### src/include/core_common.svh
`ifndef CORE_COMMON_SVH
`define CORE_COMMON_SVH

// Top bit indices for port ranges
`define XL          (core_pkg::XLEN - 1)
`define REG_ADDR_R  (core_pkg::REG_ADDR_W - 1)

// Memory bus ranges, one strobe per byte
`define MEM_DATA_R  (core_pkg::XLEN - 1)
`define MEM_STRB_R  ((core_pkg::XLEN / 8) - 1)

`endif

### src/design/core_pkg.sv
package core_pkg;

    // Widths
    // -------------------------------------------------
    localparam int XLEN       = 32;     // Data path width
    localparam int REG_ADDR_W = 5;      // GPR index width

    // Operation encodings
    // -------------------------------------------------
    typedef enum logic [1:0] {
        WB_OP_NONE  = 2'd0,             // No GPR write
        WB_OP_WDATA = 2'd1,             // ALU result
        WB_OP_LSU   = 2'd2,             // Formatted load data
        WB_OP_CSR   = 2'd3              // CSR old value
    } wb_op_t;

    typedef enum logic [3:0] {
        LSU_OP_NONE = 4'd0,
        LSU_OP_LB   = 4'd1,
        LSU_OP_LH   = 4'd2,
        LSU_OP_LW   = 4'd3,
        LSU_OP_LBU  = 4'd4,
        LSU_OP_LHU  = 4'd5,
        LSU_OP_SB   = 4'd6,             // Stores from here up
        LSU_OP_SH   = 4'd7,
        LSU_OP_SW   = 4'd8
    } lsu_op_t;

    // Five kinds need a third bit
    typedef enum logic [2:0] {
        CSR_OP_NONE = 3'd0,
        CSR_OP_RD   = 3'd1,             // Read only
        CSR_OP_WR   = 3'd2,             // Replace
        CSR_OP_SET  = 3'd3,             // OR in
        CSR_OP_CLR  = 3'd4              // Clear bits
    } csr_op_t;

    typedef enum logic {
        CFU_OP_NONE = 1'b0,
        CFU_OP_MRET = 1'b1              // Return to mepc
    } cfu_op_t;

    typedef enum logic [1:0] {
        WB_RUN      = 2'd0,             // Accepting work
        WB_MEM_WAIT = 2'd1,             // Waiting on dmem_gnt
        WB_CF_WAIT  = 2'd2              // Holding a control flow change
    } wb_state_t;

    // Machine CSR addresses
    // -------------------------------------------------
    localparam logic [11:0] CSR_MTVEC    = 12'h305;
    localparam logic [11:0] CSR_MSCRATCH = 12'h340;
    localparam logic [11:0] CSR_MEPC     = 12'h341;
    localparam logic [11:0] CSR_MCAUSE   = 12'h342;

    // Trap causes and reset values
    // -------------------------------------------------
    localparam logic [31:0] CAUSE_ILLEGAL     = 32'd2;  // Also used for CSR errors
    localparam logic [31:0] CAUSE_LOAD_FAULT  = 32'd5;
    localparam logic [31:0] CAUSE_STORE_FAULT = 32'd7;
    localparam logic [31:0] MTVEC_RESET       = 32'h0000_0100;

endpackage

### src/design/core_lsu_rdata.sv
`timescale 1ns/1ps
`include "core_common.svh"

module core_lsu_rdata (
    input  core_pkg::lsu_op_t      lsu_op,
    input  logic [1:0]             addr_lo,        // Byte offset in the word
    input  logic [`MEM_DATA_R:0]   dmem_rdata,
    output logic [`XL:0]           lsu_rdata
);

    logic [`XL:0]   shifted;                        // Addressed byte moved to bit 0

    // Byte lane select
    // -------------------------------------------------
    assign shifted = dmem_rdata >> {addr_lo, 3'b000};

    // Extension by load kind
    always_comb begin
        case (lsu_op)
            core_pkg::LSU_OP_LB:  lsu_rdata = {{24{shifted[7]}}, shifted[7:0]};
            core_pkg::LSU_OP_LH:  lsu_rdata = {{16{shifted[15]}}, shifted[15:0]};
            core_pkg::LSU_OP_LBU: lsu_rdata = {24'd0, shifted[7:0]};
            core_pkg::LSU_OP_LHU: lsu_rdata = {16'd0, shifted[15:0]};
            core_pkg::LSU_OP_LW:  lsu_rdata = dmem_rdata;       // Whole word
            default:              lsu_rdata = '0;               // Stores and none
        endcase
    end

endmodule

### src/design/core_csrs.sv
`timescale 1ns/1ps
`include "core_common.svh"

module core_csrs (
    input  logic                g_clk,
    input  logic                g_resetn,
    input  logic                csr_en,
    input  core_pkg::csr_op_t   csr_op,
    input  logic [11:0]         csr_addr,
    input  logic [`XL:0]        csr_wdata,
    output logic [`XL:0]        csr_rdata,      // Old value, same cycle
    output logic                csr_error,
    input  logic                trap_en,
    input  logic [`XL:0]        trap_pc,
    input  logic [`XL:0]        trap_cause,
    input  logic                mret_en,
    output logic [`XL:0]        mtvec,
    output logic [`XL:0]        mepc
);

    logic [`XL:0]   mscratch, mcause;
    logic [`XL:0]   wr_val;
    logic           addr_ok, sw_wr;

    // Read side
    // -------------------------------------------------
    always_comb begin
        addr_ok = 1'b1;
        case (csr_addr)
            core_pkg::CSR_MTVEC:    csr_rdata = mtvec;
            core_pkg::CSR_MSCRATCH: csr_rdata = mscratch;
            core_pkg::CSR_MEPC:     csr_rdata = mepc;
            core_pkg::CSR_MCAUSE:   csr_rdata = mcause;
            default: begin
                csr_rdata = '0;
                addr_ok   = 1'b0;           // Not implemented here
            end
        endcase
    end

    assign csr_error = csr_en && !addr_ok;

    // New value for a software write
    always_comb begin
        case (csr_op)
            core_pkg::CSR_OP_WR:  wr_val = csr_wdata;
            core_pkg::CSR_OP_SET: wr_val = csr_rdata | csr_wdata;
            core_pkg::CSR_OP_CLR: wr_val = csr_rdata & ~csr_wdata;
            default:              wr_val = csr_rdata;
        endcase
    end

    // No software write alongside a control flow commit
    assign sw_wr = csr_en && addr_ok && csr_op != core_pkg::CSR_OP_RD &&
                   !trap_en && !mret_en;

    // Register updates
    // -------------------------------------------------
    always_ff @(posedge g_clk) begin
        if (!g_resetn) begin
            mtvec    <= core_pkg::MTVEC_RESET;
            mscratch <= '0;
            mepc     <= '0;
            mcause   <= '0;
        end else if (trap_en) begin
            mepc   <= {trap_pc[`XL:2], 2'b00};  // Trap capture wins
            mcause <= trap_cause;
        end else if (sw_wr) begin
            case (csr_addr)
                core_pkg::CSR_MTVEC:    mtvec    <= {wr_val[`XL:2], 2'b00};
                core_pkg::CSR_MSCRATCH: mscratch <= wr_val;
                core_pkg::CSR_MEPC:     mepc     <= {wr_val[`XL:2], 2'b00};
                core_pkg::CSR_MCAUSE:   mcause   <= wr_val;
                default:                mscratch <= mscratch;
            endcase
        end
    end

endmodule

### src/design/core_regfile.sv
`timescale 1ns/1ps
`include "core_common.svh"

module core_regfile (
    input  logic                   g_clk,
    input  logic                   g_resetn,
    input  logic                   rd_wen,
    input  logic [`REG_ADDR_R:0]   rd_addr,
    input  logic [`XL:0]           rd_wdata,
    input  logic [`REG_ADDR_R:0]   rs1_addr,
    input  logic [`REG_ADDR_R:0]   rs2_addr,
    output logic [`XL:0]           rs1_data,
    output logic [`XL:0]           rs2_data
);

    logic [`XL:0] regs [32];            // x0 slot stays zero

    always_ff @(posedge g_clk) begin
        if (!g_resetn) begin
            for (int i = 0; i < 32; i++) begin
                regs[i] <= '0;
            end
        end else if (rd_wen && rd_addr != '0) begin
            regs[rd_addr] <= rd_wdata;  // x0 writes dropped
        end
    end

    // Old value shows during a same-cycle write
    assign rs1_data = regs[rs1_addr];
    assign rs2_data = regs[rs2_addr];

endmodule

### src/design/core_pipe_wb.sv
`timescale 1ns/1ps
`include "core_common.svh"

module core_pipe_wb (
    input  logic                   g_clk,
    input  logic                   g_resetn,
    input  logic                   s3_full,        // Instruction present
    output logic                   s3_ready,       // Retire strobe with s3_full
    input  logic [`XL:0]           s3_pc,
    input  logic [31:0]            s3_instr,
    input  logic [`XL:0]           s3_wdata,       // ALU result or CSR operand
    input  logic [`REG_ADDR_R:0]   s3_rd,
    input  core_pkg::lsu_op_t      s3_lsu_op,
    input  core_pkg::csr_op_t      s3_csr_op,
    input  logic [11:0]            s3_csr_addr,
    input  core_pkg::cfu_op_t      s3_cfu_op,
    input  core_pkg::wb_op_t       s3_wb_op,
    input  logic                   s3_trap,        // Illegal flagged upstream
    input  logic                   dmem_gnt,
    input  logic                   dmem_err,
    input  logic [`XL:0]           lsu_rdata,      // Already aligned and extended
    output logic                   s3_cf_valid,
    input  logic                   s3_cf_ack,
    output logic [`XL:0]           s3_cf_target,
    output logic                   csr_en,
    output core_pkg::csr_op_t      csr_op,
    output logic [11:0]            csr_addr,
    output logic [`XL:0]           csr_wdata,
    input  logic [`XL:0]           csr_rdata,
    input  logic                   csr_error,
    input  logic [`XL:0]           mtvec,
    input  logic [`XL:0]           mepc,
    output logic                   trap_en,
    output logic [`XL:0]           trap_pc,
    output logic [`XL:0]           trap_cause,
    output logic                   mret_en,
    output logic                   rd_wen,
    output logic [`REG_ADDR_R:0]   rd_addr,
    output logic [`XL:0]           rd_wdata
);

    core_pkg::wb_state_t state, state_nx;

    logic           in_run, is_mem, is_store, is_mret, csr_ro, csr_fault;
    logic           mem_done, mem_ret, plain_ret, cf_done;
    logic           raise_trap, raise_mret;
    logic [`XL:0]   cause_nx;
    logic           cf_trap_q;                      // Pending change is a trap
    logic [`XL:0]   cf_cause_q, cf_target_q;

    // Instruction classification
    // -------------------------------------------------
    assign in_run   = state == core_pkg::WB_RUN;
    assign is_mem   = s3_lsu_op != core_pkg::LSU_OP_NONE;
    assign is_store = s3_lsu_op inside {core_pkg::LSU_OP_SB, core_pkg::LSU_OP_SH,
                                        core_pkg::LSU_OP_SW};
    assign is_mret  = s3_cfu_op == core_pkg::CFU_OP_MRET;
    assign csr_ro   = s3_instr[19:15] == 5'd0;      // rs1/uimm field is zero

    // CSR access, first cycle only
    // -------------------------------------------------
    assign csr_en    = s3_full && in_run && !s3_trap && s3_csr_op != core_pkg::CSR_OP_NONE;
    assign csr_addr  = s3_csr_addr;
    assign csr_wdata = s3_wdata;
    assign csr_fault = csr_en && csr_error;

    // Set or clear with a zero rs1 field only reads
    always_comb begin
        csr_op = s3_csr_op;
        if (csr_ro && (s3_csr_op == core_pkg::CSR_OP_SET ||
                       s3_csr_op == core_pkg::CSR_OP_CLR)) begin
            csr_op = core_pkg::CSR_OP_RD;
        end
    end

    // Retire and control flow conditions
    // -------------------------------------------------
    assign mem_done   = s3_full && is_mem && !s3_trap && !s3_cf_valid && dmem_gnt;
    assign mem_ret    = mem_done && !dmem_err;
    assign plain_ret  = s3_full && in_run && !s3_trap && !csr_fault && !is_mret && !is_mem;
    assign raise_trap = (s3_full && in_run && (s3_trap || csr_fault)) || (mem_done && dmem_err);
    assign raise_mret = s3_full && in_run && !s3_trap && !csr_fault && is_mret;
    assign cf_done    = s3_cf_valid && s3_cf_ack;   // Fetch took the change

    assign s3_ready = !s3_full || plain_ret || mem_ret || cf_done;

    always_comb begin
        if (s3_trap || csr_fault) begin
            cause_nx = core_pkg::CAUSE_ILLEGAL;
        end else if (is_store) begin
            cause_nx = core_pkg::CAUSE_STORE_FAULT;
        end else begin
            cause_nx = core_pkg::CAUSE_LOAD_FAULT;
        end
    end

    // Stage FSM
    // -------------------------------------------------
    always_comb begin
        state_nx = state;
        case (state)
            core_pkg::WB_RUN: begin
                if (raise_trap || raise_mret) begin
                    state_nx = core_pkg::WB_CF_WAIT;
                end else if (s3_full && is_mem && !dmem_gnt) begin
                    state_nx = core_pkg::WB_MEM_WAIT;   // Response not yet back
                end
            end
            core_pkg::WB_MEM_WAIT: begin
                if (raise_trap) begin
                    state_nx = core_pkg::WB_CF_WAIT;
                end else if (mem_ret) begin
                    state_nx = core_pkg::WB_RUN;
                end
            end
            core_pkg::WB_CF_WAIT: begin
                if (s3_cf_ack) begin
                    state_nx = core_pkg::WB_RUN;
                end
            end
            default: state_nx = core_pkg::WB_RUN;
        endcase
    end

    always_ff @(posedge g_clk) begin
        if (!g_resetn) begin
            state     <= core_pkg::WB_RUN;
            cf_trap_q <= 1'b0;
        end else begin
            state <= state_nx;
            if (raise_trap || raise_mret) begin
                cf_trap_q <= raise_trap;
            end
        end
    end

    // Cause and target frozen on entry to CF_WAIT
    always_ff @(posedge g_clk) begin
        if (raise_trap || raise_mret) begin
            cf_cause_q  <= cause_nx;
            cf_target_q <= raise_trap ? mtvec : mepc;
        end
    end

    assign s3_cf_valid  = state == core_pkg::WB_CF_WAIT;  // Level until ack
    assign s3_cf_target = cf_target_q;

    // Trap capture and MRET at the acknowledge
    assign trap_en    = cf_done && cf_trap_q;
    assign mret_en    = cf_done && !cf_trap_q;
    assign trap_pc    = s3_pc;                      // Held until retire
    assign trap_cause = cf_cause_q;

    // GPR writeback
    // -------------------------------------------------
    assign rd_wen  = (plain_ret || mem_ret) && s3_wb_op != core_pkg::WB_OP_NONE;
    assign rd_addr = s3_rd;

    always_comb begin
        case (s3_wb_op)
            core_pkg::WB_OP_WDATA: rd_wdata = s3_wdata;
            core_pkg::WB_OP_LSU:   rd_wdata = lsu_rdata;
            core_pkg::WB_OP_CSR:   rd_wdata = csr_rdata;    // Old CSR value
            default:               rd_wdata = '0;
        endcase
    end

endmodule

### src/design/core_wb_top.sv
`timescale 1ns/1ps
`include "core_common.svh"

module core_wb_top (
    input  logic                   g_clk,
    input  logic                   g_resetn,
    input  logic                   s3_full,
    output logic                   s3_ready,
    input  logic [`XL:0]           s3_pc,
    input  logic [31:0]            s3_instr,
    input  logic [`XL:0]           s3_wdata,
    input  logic [`REG_ADDR_R:0]   s3_rd,
    input  core_pkg::lsu_op_t      s3_lsu_op,
    input  core_pkg::csr_op_t      s3_csr_op,
    input  logic [11:0]            s3_csr_addr,
    input  core_pkg::cfu_op_t      s3_cfu_op,
    input  core_pkg::wb_op_t       s3_wb_op,
    input  logic                   s3_trap,
    input  logic [`XL:0]           dmem_addr,
    input  logic                   dmem_gnt,
    input  logic                   dmem_err,
    input  logic [`MEM_DATA_R:0]   dmem_rdata,
    output logic                   s3_cf_valid,
    input  logic                   s3_cf_ack,
    output logic [`XL:0]           s3_cf_target,
    output logic                   rd_wen,
    output logic [`REG_ADDR_R:0]   rd_addr,
    output logic [`XL:0]           rd_wdata,
    input  logic [`REG_ADDR_R:0]   rs1_addr,
    input  logic [`REG_ADDR_R:0]   rs2_addr,
    output logic [`XL:0]           rs1_data,
    output logic [`XL:0]           rs2_data
);

    logic [`XL:0]       lsu_rdata;
    logic               csr_en, csr_error, trap_en, mret_en;
    core_pkg::csr_op_t  csr_op;
    logic [11:0]        csr_addr;
    logic [`XL:0]       csr_wdata, csr_rdata, trap_pc, trap_cause, mtvec, mepc;

    core_pipe_wb i_pipe_wb (.*);        // Stage FSM and writeback select

    core_lsu_rdata i_lsu_rdata (
        .lsu_op     (s3_lsu_op),
        .addr_lo    (dmem_addr[1:0]),   // Only the byte offset matters here
        .dmem_rdata (dmem_rdata),
        .lsu_rdata  (lsu_rdata)
    );

    core_csrs i_csrs (.*);              // mtvec, mscratch, mepc, mcause

    core_regfile i_regfile (.*);

endmodule

### config.mk
export PLATFORM = sky130hd
export DESIGN_NAME = core_wb_top
export DESIGN_NICKNAME = d
export VERILOG_FILES = /design/src/design/core_pkg.sv /design/src/design/core_lsu_rdata.sv /design/src/design/core_csrs.sv /design/src/design/core_regfile.sv /design/src/design/core_pipe_wb.sv /design/src/design/core_wb_top.sv
export VERILOG_INCLUDE_DIRS = /design/src /design/src/include
export SDC_FILE = /design/constraint.sdc
export NUM_CORES = 2
export LEC_CHECK = 0
export ABC_CLOCK_PERIOD_IN_PS = 5600
export BUFFER_PORTS_ARGS = -buffer_cell sky130_fd_sc_hd__buf_2
export CORE_MARGIN = 1
export CORE_UTILIZATION = 30
export DETAILED_ROUTE_END_ITERATION = 12
export PLACE_DENSITY = 0.49
export SLEW_MARGIN = 5
export SYNTH_ARGS = -nofsm -noshare
export SYNTH_HDL_FRONTEND = slang
export SYNTH_SLANG_ARGS = --single-unit
### constraint.sdc
create_clock -name g_clk -period 5.6 [get_ports g_clk]
set_input_delay 1.68 -clock g_clk [delete_from_list [all_inputs] [get_ports g_clk]]
set_output_delay 1.68 -clock g_clk [all_outputs]
set_load 0.05 [all_outputs]
==> results.toml <==
[status]
failed_checks = "DRC, setup timing"
outcome = "complete, but fails checks"

[yosys]
synth_sequential_area_ratio_pct = 56.8
synth_most_common_cell = "sky130_fd_sc_hd__edfxtp_1"
netlist_instances = 4194
synth_largest_type_area_fraction_pct = 52.6
synth_edf_count = 1056
synth_area_leaders = "sky130_fd_sc_hd__edfxtp_1 53%, sky130_fd_sc_hd__mux4_2 24%, sky130_fd_sc_hd__nor2_1 6.4%, sky130_fd_sc_hd__dfxtp_1 4.2%, sky130_fd_sc_hd__clkbuf_1 2.0%"
netlist-cell-type-count = 67
most_frequently_used_flop_master_after_synthesis = "sky130_fd_sc_hd__edfxtp_1"
average_footprint_of_a_synthesized_cell_um2 = 14.4
syn_area_um2 = 60300
synth.yosys.warnings = 0
synth.ff_latch_count = 1183
synthArstFlopShare_pct = 0
synthTopCellsByCount = "1056 x sky130_fd_sc_hd__edfxtp_1, 1023 x sky130_fd_sc_hd__nor2_1, 641 x sky130_fd_sc_hd__mux4_2, 323 x sky130_fd_sc_hd__clkbuf_1"
netlist.top_cell.by_area = "sky130_fd_sc_hd__edfxtp_1"

[clock_network]
numCtsBuffers = 138
clock_tree.root_cell = "sky130_fd_sc_hd__clkbuf_16"
clock-sinks = 1183
ctsLongestPathBuffers = 3
clock_latency_ns = 0.80
tritoncts = "yes"
cts.reportedPaths.clkPinSlew_ns = 0.05
cts-hold-fix-buffers = 0
cts.htree.levels = 4

[flow_run]
drv.max_cap_violation_count = 0

[power]
finalPower_w = 0.0223
power.density_nw_per_um2 = 305
power_leakage_nw = 25.1
vdd_ir_drop_max_mv = 0.196

[global_routing]
pin_count_of_the_biggest_net_entering_global_routing = 120
grt.total_usage_pct = 22.2
number_of_global_route_vias_before_repair = 41400
grt.overflow.total = 0
wire_length_of_the_first_global_routing_pass_um = 318000
grt_antenna_before_repair = 13

[drt]
wl_met1_um = 93100
routed_via_count = 41100
routed-wl-met3_um = 17900
highest_layer = "met5"
drt_iter0_drc = 4245
wl_met2_um = 109000
route.final.wire_length_um = 228000
drc_errors = 22
drt_pass1_iterations = 11
ant_nets = 0
wl_per_cell_um = 31.1
avgViaCountPerCell = 5.59

[critical_path]
critical_path_class = "input port to output port"
critPathMaxStageDelay_ns = 0.55
critical_path.endpoint_type = "output port"
path_cells = "buf_12 > buf_16 > buf_4 > mux4_2 > mux4_2 > mux2_2 > buf_2"
crit_buf_inv = 4
timing.critical_path.fanout_max = 8
cp.required_ns = 3.92
crit_family = "multiplexers"
cp_common_cell = "sky130_fd_sc_hd__mux4_2"
critical-path-slowest-cell = "sky130_fd_sc_hd__mux4_2"
timing.critical_path.from_type = "input port"
timing.reg2reg.setup_slack_ns = 2.44
arrival_ns = 3.98

[floorplan]
initial_utilization_pct = 30.2
die_h_um = 450
num_io_pins = 340
num_rows = 164
die_outline_width_um = 450
core_area_um2 = 200000
die_area_um2 = 203000

[sta]
finalHoldViolations = 0
worst_slew_pin_slew_ns = 1.12
unrepaired_setup_endpoints_after_global_routing = "true"
setup_slack_ns = -0.0589
max_freq_mhz = 177
max_slew_violations = 0
min_period_over_period_pct = 101
fin_worst_skew_ns = 0.0690
slew_headroom_pct = 25.3
timing.final.setup_violations = 9
timing.final.crit_period_ns = 5.66

[placed_design]
placed_cells_incl_taps = 7069
place.gp.congestion = 0.843
placement.io_buffers = 278
dp_hpwl_um = 146000
place_ws_ns = -0.0972

[final_layout]
layout.nets = 4771
area.growth.synth_to_final_pct = 21.1
final_cells = 7345
utilization_pct = 36.6
drive_gt1_share_pct = 36.3

[hold_path]
worst_hold_path_type = "flip-flop to flip-flop"
-- where the power goes --
| part | internal (W) | switching (W) |
|---|---|---|
| clock network | 0.00511 | 0.00393 |
| logic | 0.00124 | 0.00196 |
| registers | 0.00991 | 0.000142 |
| total | 0.0163 | 0.00604 |
-- worst reg2reg max path, cell delays in order, from the launching register on --
cell and delay, ns:
sky130_fd_sc_hd__dfxtp_1 0.34, sky130_fd_sc_hd__or4b_1 0.69, sky130_fd_sc_hd__o32ai_4 0.44, sky130_fd_sc_hd__buf_4 0.48, sky130_fd_sc_hd__nand4_1 0.24, sky130_fd_sc_hd__nand2_2 0.37
sky130_fd_sc_hd__buf_4 0.29
-- stage by stage --
step | setup TNS [ns] | hold WS [ns] | cell area (um2)
finish | -0.159 | 0.471 | 73100
CTS | -0.00780 | 0.469 | 72900
detailed placement | -0.635 | 0.461 | 68200
global placement | -0.647 | 0.458 | 68200
floorplan | 0 | 0.445 | 60500
global route | -0.196 | 0.496 | 73100
-- path summary, 6_finish.rpt --
kind | startpoint | end | cells after the start
worst max-delay path | rs2_addr[0] | rs2_data[14] | 7
worst min register to register | i_csrs.mscratch[16] | i_csrs.mscratch[16] | 2
worst max register to register | i_pipe_wb.state[1] | i_regfile.regs[15][19] | 6
worst min-delay path | i_csrs.mscratch[16] | i_csrs.mscratch[16] | 2
-- final cells by class --
cell class | count | area [um2]
antenna | 7 | 17.5
clock buffer | 170 | 3610
clock inverter | 85 | 863
fill | 19100 | 127000
inverter | 43 | 161
multi-input combinational | 2555 | 25000
sequential | 1183 | 34300
tap | 2656 | 3320
timing repair buffer | 646 | 5880
-- sequential cells by signal, summed over array words and instances, names as in the netlist --
register                count
i_regfile.regs           1024
i_csrs.mcause              32
i_csrs.mscratch            32
i_csrs.mepc                30
i_csrs.mtvec               30
i_pipe_wb.s3_cf_target     30
i_pipe_wb.state             2
i_pipe_wb.trap_cause        2
i_pipe_wb.cf_trap_q         1
-- routing by layer --
metal | vias up | track usage (%)
li1 | 17000 | -
met1 | 21700 | 30.1
met2 | 1967 | 35.8
met3 | 351 | 3.60
met4 | 4 | 8.12
met5 | - | 0
-- logic make-up (layout without fill, tap and decap cells) --
family / count (synthesis) / in the layout / share of synthesized area, %
flops: 1183 / 1183 / 56.8
simple gates: 1285 / 1285 / 8.66
buf+inv: 489 / 944 / 3.26
mux: 793 / 793 / 26.7
other cells: 1 / 41 / 0.00622
compound gates: 443 / 443 / 4.64
-- layout by cell type, fill, tap and decap left out, drive strengths merged, types with 100 or more instances in the layout --
cell / n
a21oi: 121
mux2: 100
mux4: 641
edfxtp: 1056
buf: 641
nor2: 1024
o21ai: 127
nand2: 108
clkbuf: 174
dfxtp: 127
-- repair_timing --
action | in CTS | in global routing
buffers inserted | 3 | 7
setup endpoints to repair | 30 | 30
hold endpoints to repair | 0 | 0
gates resized for setup | 39 | 31
cloned | 2 | 2
(Power assumes the default switching activity.)
